## src/include/phy_mem_defines.svh

```systemverilog
`ifndef PHY_MEM_DEFINES_SVH
`define PHY_MEM_DEFINES_SVH

// device address map
`define COM_DATA_ADDR   32'h1FD0_03F8  // low byte only
`define COM_STAT_ADDR   32'h1FD0_03FC  // {30'b0, read_ready, write_ready}
`define SEGDISP_ADDR    32'h1FD0_0400
`define VGA_ADDR_START  32'h1A00_0000
`define VGA_ADDR_END    32'h1A09_6000  // exclusive
`define KEYBOARD_ADDR   32'h0F00_0000

// region prefixes
`define ROM_BASE        20'h10000      // addr[31:12]
`define FLASH_PREFIX    8'h1E          // addr[31:24]
`define RAM_ADDR_MASK   32'h007F_FFFF  // ram fits in 23 bits

// rom geometry
`define ROM_ADDR_WIDTH  12
`define ROM_DEPTH       16

// vga frame buffer write port
`define VGA_ADDR_WIDTH  18
`define VGA_DATA_WIDTH  8

// write timing in clk50M cycles
`define RAM_WRITE_WIDTH            1
`define RAM_WRITE_READ_RECOVERY    1
`define FLASH_WRITE_WIDTH          4
`define FLASH_WRITE_READ_RECOVERY  2

`endif

```

## src/verilog/phy_mem_pkg.sv

```systemverilog
`default_nettype none

`include "phy_mem_defines.svh"

package phy_mem_pkg;

	typedef logic [31:0] addr_t;
	typedef logic [31:0] word_t;
	typedef logic [19:0] sram_addr_t;
	typedef logic [22:0] flash_addr_t;
	typedef logic [15:0] half_t;
	typedef logic [7:0]  byte_t;
	typedef logic [`VGA_ADDR_WIDTH-1:0] vga_addr_t;
	typedef logic [`VGA_DATA_WIDTH-1:0] vga_data_t;

	// one-hot address decode
	typedef struct packed {
		logic ram;
		logic com_data;
		logic com_stat;
		logic flash;
		logic segdisp;
		logic rom;
		logic vga;
		logic keyboard;
	} region_t;

	typedef struct packed {
		addr_t addr;
		word_t data;
	} write_latch_t;

	// ce, oe and we are active low
	typedef struct packed {
		sram_addr_t addr;
		logic       ce;
		logic       oe;
		logic       we;
		word_t      data;
	} sram_bus_t;

	// pin order of the flash control byte
	typedef struct packed {
		logic byte_mode;
		logic ce;
		logic ce1;
		logic ce2;
		logic oe;
		logic rp;
		logic vpen;
		logic we;
	} flash_ctl_t;

	typedef enum logic [1:0] {
		ST_READ,
		ST_WRITE_RAM,
		ST_WRITE_FLASH,
		ST_RECOVERY
	} mem_state_t;

	// image 0 memory transfer, image 1 bootloader
	localparam word_t rom_image [0:1][0:`ROM_DEPTH-1] = '{
		'{32'h3c08_1e00, 32'h3c09_0000, 32'h240a_0100, 32'h8d0b_0000,
		  32'had2b_0000, 32'h2508_0004, 32'h2529_0004, 32'h254a_ffff,
		  32'h1540_fffa, 32'h0000_0000, 32'h3c1f_0000, 32'h03e0_0008,
		  32'h0000_0000, 32'h0000_0000, 32'h0000_0000, 32'h0000_0000},
		'{32'h3c1d_007f, 32'h37bd_fffc, 32'h3c08_1fd0, 32'h3508_03fc,
		  32'h8d09_0000, 32'h3129_0002, 32'h1120_fffd, 32'h0000_0000,
		  32'h8d0a_fffc, 32'h3c0b_0000, 32'had6a_0000, 32'h0800_0004,
		  32'h0000_0000, 32'h1000_ffff, 32'h0000_0000, 32'hdead_beef}
	};

endpackage

`default_nettype wire

```

## src/verilog/phy_addr_decode.sv

```systemverilog
`timescale 1ns/1ps
`default_nettype none

`include "phy_mem_defines.svh"

module phy_addr_decode (
	input  wire phy_mem_pkg::addr_t   addr,
	output phy_mem_pkg::region_t      region,
	output logic [20:0]               ram_word,
	output phy_mem_pkg::vga_addr_t    vga_offset
);

	phy_mem_pkg::addr_t vga_byte_off;  // byte offset into the frame buffer
	logic               in_vga;

	assign in_vga = (addr >= `VGA_ADDR_START) && (addr < `VGA_ADDR_END);
	assign vga_byte_off = addr - `VGA_ADDR_START;

	// regions do not overlap, so at most one bit is set
	assign region = '{
		ram:      ((addr & `RAM_ADDR_MASK) == addr),
		com_data: (addr == `COM_DATA_ADDR),
		com_stat: (addr == `COM_STAT_ADDR),
		flash:    (addr[31:24] == `FLASH_PREFIX),
		segdisp:  (addr == `SEGDISP_ADDR),
		rom:      (addr[31:12] == `ROM_BASE),
		vga:      in_vga,
		keyboard: (addr == `KEYBOARD_ADDR)
	};

	// bit 20 of the word address picks the bank
	assign ram_word = addr[22:2];

	// one pixel per bus word
	assign vga_offset = vga_byte_off[`VGA_ADDR_WIDTH+1:2];

endmodule

`default_nettype wire

```

## src/verilog/phy_mem_ctrl.sv

```systemverilog
`timescale 1ns/1ps
`default_nettype none

`include "phy_mem_defines.svh"

module phy_mem_ctrl (
	input  wire logic                    clk50M,
	input  wire logic                    rst,
	input  wire logic                    is_write,
	input  wire phy_mem_pkg::addr_t      addr,
	input  wire phy_mem_pkg::word_t      data_in,
	input  wire phy_mem_pkg::region_t    region,
	input  wire phy_mem_pkg::vga_addr_t  vga_offset,
	output phy_mem_pkg::mem_state_t      state,
	output phy_mem_pkg::write_latch_t    wlatch,
	output logic                         sram_write,
	output logic                         flash_write,
	output logic                         busy,
	output logic                         enable_com_write,
	output phy_mem_pkg::byte_t           com_data_out,
	output phy_mem_pkg::word_t           segdisp,
	output phy_mem_pkg::vga_addr_t       vga_write_addr,
	output phy_mem_pkg::vga_data_t       vga_write_data,
	output logic                         vga_write_enable,
	output logic                         int_com_ack,
	output logic                         kbd_int_ack
);

	localparam logic [3:0] RAM_PULSE   = 4'(`RAM_WRITE_WIDTH);
	localparam logic [3:0] RAM_DONE    = 4'(`RAM_WRITE_WIDTH + `RAM_WRITE_READ_RECOVERY);
	localparam logic [3:0] FLASH_PULSE = 4'(`FLASH_WRITE_WIDTH);
	localparam logic [3:0] FLASH_DONE  = 4'(`FLASH_WRITE_WIDTH + `FLASH_WRITE_READ_RECOVERY);

	logic       is_write_prev;
	logic       write_start;
	logic [3:0] write_cnt;       // cycles since entering a write state
	logic [3:0] write_cnt_next;

	// only a fresh edge in the read state starts a write
	assign write_start = is_write && !is_write_prev && (state == phy_mem_pkg::ST_READ);
	assign write_cnt_next = write_cnt + 4'd1;

	assign busy = (state != phy_mem_pkg::ST_READ) || is_write;

	assign sram_write = (state == phy_mem_pkg::ST_WRITE_RAM) && (write_cnt < RAM_PULSE);
	assign flash_write = (state == phy_mem_pkg::ST_WRITE_FLASH) && (write_cnt < FLASH_PULSE);

	assign com_data_out = wlatch.data[7:0];

	always_ff @(posedge clk50M) begin
		if (rst) begin
			state            <= phy_mem_pkg::ST_READ;
			is_write_prev    <= 1'b0;
			write_cnt        <= '0;
			enable_com_write <= 1'b0;
			vga_write_enable <= 1'b0;
			segdisp          <= '0;
			int_com_ack      <= 1'b0;
			kbd_int_ack      <= 1'b0;
		end else begin
			is_write_prev    <= is_write;
			enable_com_write <= 1'b0;  // single cycle strobes
			vga_write_enable <= 1'b0;
			int_com_ack      <= region.com_data && !is_write;
			kbd_int_ack      <= region.keyboard && !is_write;

			case (state)
				phy_mem_pkg::ST_READ: begin
					if (write_start) begin
						write_cnt <= '0;
						if (region.ram)
							state <= phy_mem_pkg::ST_WRITE_RAM;
						else if (region.flash)
							state <= phy_mem_pkg::ST_WRITE_FLASH;
						else if (region.com_data)
							enable_com_write <= 1'b1;
						else if (region.segdisp)
							segdisp <= data_in;
						else if (region.vga) begin
							vga_write_enable <= 1'b1;
							state <= phy_mem_pkg::ST_RECOVERY;
						end
					end
				end
				phy_mem_pkg::ST_WRITE_RAM: begin
					write_cnt <= write_cnt_next;
					if (write_cnt_next == RAM_DONE)
						state <= phy_mem_pkg::ST_RECOVERY;
				end
				phy_mem_pkg::ST_WRITE_FLASH: begin
					write_cnt <= write_cnt_next;
					if (write_cnt_next == FLASH_DONE)
						state <= phy_mem_pkg::ST_RECOVERY;
				end
				phy_mem_pkg::ST_RECOVERY:
					state <= phy_mem_pkg::ST_READ;
				default:
					state <= phy_mem_pkg::ST_READ;
			endcase
		end
	end

	// write payload, held until the next accepted write
	always_ff @(posedge clk50M) begin
		if (write_start) begin
			wlatch <= '{addr: addr, data: data_in};
			if (region.vga) begin
				vga_write_addr <= vga_offset;
				vga_write_data <= data_in[7:0];
			end
		end
	end

endmodule

`default_nettype wire

```

## src/verilog/phy_sram_port.sv

```systemverilog
`timescale 1ns/1ps
`default_nettype none

module phy_sram_port (
	input  wire phy_mem_pkg::mem_state_t    state,
	input  wire logic                       sram_write,
	input  wire phy_mem_pkg::write_latch_t  wlatch,
	input  wire logic [20:0]                ram_word,
	output phy_mem_pkg::sram_bus_t          baseram,
	output phy_mem_pkg::sram_bus_t          extram,
	output logic                            ram_bank
);

	logic        ram_cycle;   // write in progress, latched address owns the bus
	logic [20:0] word;

	// pins of one bank; an unselected bank stays fully deselected
	function automatic phy_mem_pkg::sram_bus_t bank_bus(
		input logic                sel,
		input logic                wr_cycle,
		input logic                wr_pulse,
		input phy_mem_pkg::sram_addr_t a,
		input phy_mem_pkg::word_t  d
	);
		phy_mem_pkg::sram_bus_t b;
		b.addr = a;
		b.ce   = ~sel;
		b.oe   = ~(sel & ~wr_cycle);  // read enable off for the whole write
		b.we   = ~(sel & wr_pulse);
		b.data = d;
		return b;
	endfunction

	assign ram_cycle = (state == phy_mem_pkg::ST_WRITE_RAM);
	assign word = ram_cycle ? wlatch.addr[22:2] : ram_word;
	assign ram_bank = word[20];  // 1 selects ext

	assign baseram = bank_bus(~ram_bank, ram_cycle, sram_write, word[19:0], wlatch.data);
	assign extram  = bank_bus(ram_bank, ram_cycle, sram_write, word[19:0], wlatch.data);

endmodule

`default_nettype wire

```

## src/verilog/phy_flash_port.sv

```systemverilog
`timescale 1ns/1ps
`default_nettype none

module phy_flash_port (
	input  wire phy_mem_pkg::mem_state_t    state,
	input  wire logic                       flash_write,
	input  wire phy_mem_pkg::write_latch_t  wlatch,
	input  wire phy_mem_pkg::addr_t         addr,
	output phy_mem_pkg::flash_addr_t        flash_addr,
	output phy_mem_pkg::half_t              flash_dout,
	output logic                            flash_drive,
	output phy_mem_pkg::flash_ctl_t         flash_ctl
);

	assign flash_drive = (state == phy_mem_pkg::ST_WRITE_FLASH);

	// halfword addressing, byte bit dropped
	assign flash_addr = flash_drive ? wlatch.addr[23:1] : addr[23:1];
	assign flash_dout = wlatch.data[15:0];

	assign flash_ctl = '{
		byte_mode: 1'b1,   // 16-bit mode
		ce:        1'b0,
		ce1:       1'b0,
		ce2:       1'b0,
		oe:        flash_drive,
		rp:        1'b1,
		vpen:      1'b1,
		we:        ~flash_write
	};

endmodule

`default_nettype wire

```

## src/verilog/phy_read_mux.sv

```systemverilog
`timescale 1ns/1ps
`default_nettype none

`include "phy_mem_defines.svh"

module phy_read_mux (
	input  wire phy_mem_pkg::region_t  region,
	input  wire phy_mem_pkg::addr_t    addr,
	input  wire logic                  ram_bank,
	input  wire phy_mem_pkg::word_t    baseram_din,
	input  wire phy_mem_pkg::word_t    extram_din,
	input  wire phy_mem_pkg::half_t    flash_din,
	input  wire phy_mem_pkg::byte_t    com_data_in,
	input  wire phy_mem_pkg::byte_t    kbd_data,
	input  wire logic                  com_read_ready,
	input  wire logic                  com_write_ready,
	input  wire logic                  rom_selector,
	output phy_mem_pkg::word_t         data_out
);

	localparam int ROM_IDX_W = $clog2(`ROM_DEPTH);

	logic [`ROM_ADDR_WIDTH-1:0] rom_addr;
	logic [ROM_IDX_W-1:0]       rom_idx;
	logic                       rom_in_image;  // rest of the rom page reads zero

	assign rom_addr = addr[`ROM_ADDR_WIDTH-1:0];
	assign rom_idx = rom_addr[ROM_IDX_W+1:2];
	assign rom_in_image = (rom_addr[`ROM_ADDR_WIDTH-1:ROM_IDX_W+2] == '0);

	always_comb begin
		data_out = '0;
		if (region.ram)
			data_out = ram_bank ? extram_din : baseram_din;
		else if (region.com_data)
			data_out = {24'b0, com_data_in};
		else if (region.com_stat)
			data_out = {30'b0, com_read_ready, com_write_ready};
		else if (region.flash)
			data_out = {16'b0, flash_din};
		else if (region.rom && rom_in_image)
			data_out = phy_mem_pkg::rom_image[rom_selector][rom_idx];
		else if (region.keyboard)
			data_out = {24'b0, kbd_data};
	end

endmodule

`default_nettype wire

```

## src/verilog/phy_mem_top.sv

```systemverilog
`timescale 1ns/1ps
`default_nettype none

module phy_mem_top (
	input  wire logic                   clk50M,
	input  wire logic                   rst,
	// cpu bus
	input  wire phy_mem_pkg::addr_t     addr,
	input  wire phy_mem_pkg::word_t     data_in,
	input  wire logic                   is_write,
	output phy_mem_pkg::word_t          data_out,
	output logic                        busy,
	output phy_mem_pkg::word_t          segdisp,
	input  wire logic                   rom_selector,
	// sram banks, data bus split from the pads
	output phy_mem_pkg::sram_bus_t      baseram,
	input  wire phy_mem_pkg::word_t     baseram_din,
	output phy_mem_pkg::sram_bus_t      extram,
	input  wire phy_mem_pkg::word_t     extram_din,
	// serial port
	input  wire phy_mem_pkg::byte_t     com_data_in,
	output phy_mem_pkg::byte_t          com_data_out,
	output logic                        enable_com_write,
	input  wire logic                   com_read_ready,
	input  wire logic                   com_write_ready,
	output logic                        int_com_ack,
	// flash
	output phy_mem_pkg::flash_addr_t    flash_addr,
	input  wire phy_mem_pkg::half_t     flash_din,
	output phy_mem_pkg::half_t          flash_dout,
	output logic                        flash_drive,
	output phy_mem_pkg::flash_ctl_t     flash_ctl,
	// vga and keyboard
	output phy_mem_pkg::vga_addr_t      vga_write_addr,
	output phy_mem_pkg::vga_data_t      vga_write_data,
	output logic                        vga_write_enable,
	input  wire phy_mem_pkg::byte_t     kbd_data,
	output logic                        kbd_int_ack
);

	phy_mem_pkg::region_t       region;
	logic [20:0]                ram_word;
	phy_mem_pkg::vga_addr_t     vga_offset;
	phy_mem_pkg::mem_state_t    state;
	phy_mem_pkg::write_latch_t  wlatch;
	logic                       sram_write;
	logic                       flash_write;
	logic                       ram_bank;

	phy_addr_decode decode_i (
		.addr       (addr),
		.region     (region),
		.ram_word   (ram_word),
		.vga_offset (vga_offset)
	);

	phy_mem_ctrl ctrl_i (
		.clk50M           (clk50M),
		.rst              (rst),
		.is_write         (is_write),
		.addr             (addr),
		.data_in          (data_in),
		.region           (region),
		.vga_offset       (vga_offset),
		.state            (state),
		.wlatch           (wlatch),
		.sram_write       (sram_write),
		.flash_write      (flash_write),
		.busy             (busy),
		.enable_com_write (enable_com_write),
		.com_data_out     (com_data_out),
		.segdisp          (segdisp),
		.vga_write_addr   (vga_write_addr),
		.vga_write_data   (vga_write_data),
		.vga_write_enable (vga_write_enable),
		.int_com_ack      (int_com_ack),
		.kbd_int_ack      (kbd_int_ack)
	);

	phy_sram_port sram_i (
		.state      (state),
		.sram_write (sram_write),
		.wlatch     (wlatch),
		.ram_word   (ram_word),
		.baseram    (baseram),
		.extram     (extram),
		.ram_bank   (ram_bank)
	);

	phy_flash_port flash_i (
		.state       (state),
		.flash_write (flash_write),
		.wlatch      (wlatch),
		.addr        (addr),
		.flash_addr  (flash_addr),
		.flash_dout  (flash_dout),
		.flash_drive (flash_drive),
		.flash_ctl   (flash_ctl)
	);

	phy_read_mux rd_mux_i (
		.region          (region),
		.addr            (addr),
		.ram_bank        (ram_bank),
		.baseram_din     (baseram_din),
		.extram_din      (extram_din),
		.flash_din       (flash_din),
		.com_data_in     (com_data_in),
		.kbd_data        (kbd_data),
		.com_read_ready  (com_read_ready),
		.com_write_ready (com_write_ready),
		.rom_selector    (rom_selector),
		.data_out        (data_out)
	);

endmodule

`default_nettype wire

```

## config.mk

```make
export PLATFORM = sky130hd
export DESIGN_NAME = phy_mem_top
export DESIGN_NICKNAME = d
export VERILOG_FILES = /design/src/verilog/phy_mem_pkg.sv /design/src/verilog/phy_addr_decode.sv /design/src/verilog/phy_mem_ctrl.sv /design/src/verilog/phy_sram_port.sv /design/src/verilog/phy_flash_port.sv /design/src/verilog/phy_read_mux.sv /design/src/verilog/phy_mem_top.sv
export VERILOG_INCLUDE_DIRS = /design/src /design/src/include
export SDC_FILE = /design/constraint.sdc
export NUM_CORES = 1
export LEC_CHECK = 0
export BUFFER_PORTS_ARGS = -buffer_cell sky130_fd_sc_hd__buf_2
export CAP_MARGIN = 20
export CORE_AREA = 2 2 167 169
export DETAILED_ROUTE_END_ITERATION = 12
export DIE_AREA = 0 0 169 171
export GPL_ROUTABILITY_DRIVEN = 1
export PLACE_DENSITY = 0.51
export SYNTH_ARGS = -nofsm -noshare
export SYNTH_HDL_FRONTEND = slang
export SYNTH_SLANG_ARGS = --single-unit
export TNS_END_PERCENT = 1
```

## constraint.sdc

```tcl
create_clock -name clk50M -period 5.05 [get_ports clk50M]
set_clock_uncertainty 0.2 [all_clocks]
set_input_delay 1.01 -clock clk50M [delete_from_list [all_inputs] [get_ports clk50M]]
set_output_delay 1.01 -clock clk50M [all_outputs]
set_load 0.1 [all_outputs]
```

==> impl_metrics.yaml <==
run_status:
  outcome: "completed"
worst_setup_path:
  critPathKind: "input pin to output pin"
  worstSetupStartpointType: "input pin"
  cp_data_required_time_ps: 3840
  end_kind: "output pin"
  arrival_ps: 3650
  r2r_start: "ctrl_i.state[0]"
  cp_max_fo: 3
  cp-startpoint: "addr[31]"
clock_network:
  cts.sinks: 124
  cts_resized: 0
  clkTransAtPathRegs_ps: 60
  insertion_delay_ps: 400
  cts_root_buffer: "clkbuf_16"
  clk_path_buf_depth: 2
  cts_tree: "built"
  cts_max_level: 4
  numCtsBuffers: 17
  post_cts_buffers: 0
  cts_hold_buf: 0
finish:
  area_delta_synth_final_pct: 38.32
  antennaDiodeCount: 0
  post_route_cells_drive_above_1_share: 0.4963
  layout_commonest_cell: "buf_2"
  final_cell_mix: "388 x buf_2, 81 x edfxtp_1, 65 x nand2_1, 65 x nor2_1, 62 x mux2i_1"
  fin_nets: 1251
  fin_area_um2: 10310
  post-route-util: 0.3775
timing:
  fmax_mhz: 205.6
  setup_viol: 0
  min_period_ps: 4863
  slew_viol_final: 0
  whs_ps: 288.5
  period_share: 0.9630
  tightest_slew_ps: 927.5
  relSlewSlack: 0.3817
  rsz0062_at_grt: "no"
  hold_violations: 0
  finalSetupTns_ps: 0
yosys:
  synth_top_area_share: 0.3262
  syn_inst: 755
  ys_ff_latch: 124
  ys_types: 62
  yosysSeqAreaShare: 0.4416
  synth_top_cell_by_area: "edfxtp_1"
  async_flop_share: 0
  ys.warnings.count: 0
  synth-main-ff-cell: "edfxtp_1"
  synth_area_um2: 7457
  synth_edf_count: 81
  avgSynthCellArea_um2: 9.877
  synthTopCellsByArea: "edfxtp_1 33%, buf_4 12%, dfxtp_1 12%"
run:
  max-cap-violations: 0
global_route:
  antenna_found_initial: 0
  grt_pass1_vias: 6312
  grt_pass1_wl_um: 38400
  grt_usage: 0.1766
  grt_overflow: 0
  grt_max_degree: 44
drt:
  dr.pass1.iters: 4
  viasPerCell: 4.723
  wirelength_um: 26660
  drtAntennaViolNets: 0
  drt-initial-drc-count: 367
  post_drt_wl_per_cell_um: 18.64
  num_vias: 6754
  drc: 0
floorplanning:
  io_pins: 427
  die_h_um: 171
  die_area_um2: 28900
  die_w_um: 169
  rows: 61
  start_util: 0.2729
  coreArea_um2: 27320
power_and_ir_drop:
  swShare: 0.4089
  p_clk_frac: 0.357
  finalPower_mw: 3.389
  power.internal_mw: 2.003
  combPwrFrac: 0.308
  pwr-share-seq: 0.335
  max-vdd-ir-drop_uv: 206.4
  power.leakage_nw: 4.477
  p_switching_mw: 1.386
  power_density_nw_per_um2: 328.5
place:
  globalplace.congestion: 0.8621
  place_hpwl_um: 20730
  dpl-instance-area_um2: 9729
  portBuffers: 420
worst_hold_path:
  hold_class: "flop to flop"
  min_from: "ctrl_i.segdisp[18]"
metrics by stage:
| step | worst slack, ps | instances |
|---|---|---|
| final | 186.9 | 1430 |
| after global routing | 15.45 | 1430 |
| after CTS | 172.0 | 1430 |
| after detailed placement | 191.3 | 1398 |
| after global placement | 165.0 | 1398 |
| after floorplan | -921.9 | 759 |
cell usage after synthesis, types with 3 or more instances:
cell	n
a211oi_1	3
a21oi_1	41
a221oi_1	3
a311oi_1	3
a41oi_1	3
buf_1	10
buf_4	116
buf_6	3
clkbuf_1	30
dfxtp_1	43
edfxtp_1	81
ha_1	14
inv_1	14
mux2_2	34
mux2i_1	62
nand2_1	65
nand2b_1	6
nand3_1	15
nand4_1	8
nor2_1	66
nor2b_1	3
nor3_1	8
nor3b_1	4
nor4_1	7
o211ai_1	4
o21ai_0	31
o22ai_1	18
o31ai_1	6
o32ai_1	4
or2_2	5
power groups by stage:
| stage | logic [mW] | clock network, mW | registers [mW] |
|---|---|---|---|
| 2_1_floorplan | 0.891 | 0 | 1.15 |
| 3_3_place_gp | 1.05 | 0 | 1.16 |
| 3_5_place_dp | 1.05 | 0 | 1.16 |
| 4_1_cts | 1.05 | 1.25 | 1.14 |
| 5_1_grt | 1.08 | 1.29 | 1.14 |
| 6_report | 1.04 | 1.21 | 1.14 |
cell type report:
type	instances	area, um2
clock buffers	18	439.2
clock inverters	14	146.4
fillers	2791	17010
inverters	15	56.30
multi-input cells	460	3104
flip-flops and latches	124	3293
well taps	346	432.9
repair buffers	453	2843
sequential cells by signal, indices dropped and copies added (netlist names):
name and flops:
ctrl_i.int_com_ack 1, ctrl_i.com_data_out 8, ctrl_i.wlatch 47, ctrl_i.enable_com_write 1
ctrl_i.kbd_int_ack 1, ctrl_i.segdisp 32, ctrl_i.write_cnt 4, ctrl_i.vga_write_enable 1
ctrl_i.vga_write_addr 18, ctrl_i.is_write_prev 1, ctrl_i.state 2, ctrl_i.vga_write_data 8
cells by family after synthesis:
| family | Yosys count | share of synthesized area |
|---|---|---|
| buffers and inverters | 175 | 0.1497 |
| AO/OA/AOI/OAI | 140 | 0.1196 |
| other | 2 | 0.001007 |
| flip-flops | 124 | 0.4416 |
| XOR/XNOR | 2 | 0.002349 |
| AND/OR/NAND/NOR | 202 | 0.1277 |
| multiplexers | 96 | 0.1346 |
| adder cells (fa/ha/maj) | 14 | 0.02349 |
worst max-delay path: stages:
cell	delay (ps)
buf_2	100
or4b_1	600
or4_1	450
or3_1	380
a2111oi_0	300
buf_4	200
a211oi_1	60
o31ai_2	330
buf_12	220
path summary, 6_finish.rpt:
kind | to | slack (ps) | cells past startpoint
setup / recovery | data_out[5] | 190 | 9
hold / removal | ctrl_i.segdisp[18] | 290 | 2
setup reg to reg | ctrl_i.wlatch[27] | 2460 | 5
hold reg to reg | ctrl_i.segdisp[18] | 290 | 2
routing by layer:
layer  vias to the layer above  track usage  share of wire
met3                         9      0.03400          0.062
met1                      3195       0.2119           0.41
met5                         -            0              0
met2                       299       0.3259           0.52
met4                         0      0.04051         0.0078
li1                       3251            -              -
Note: power is estimated with default switching activity, not from simulation.
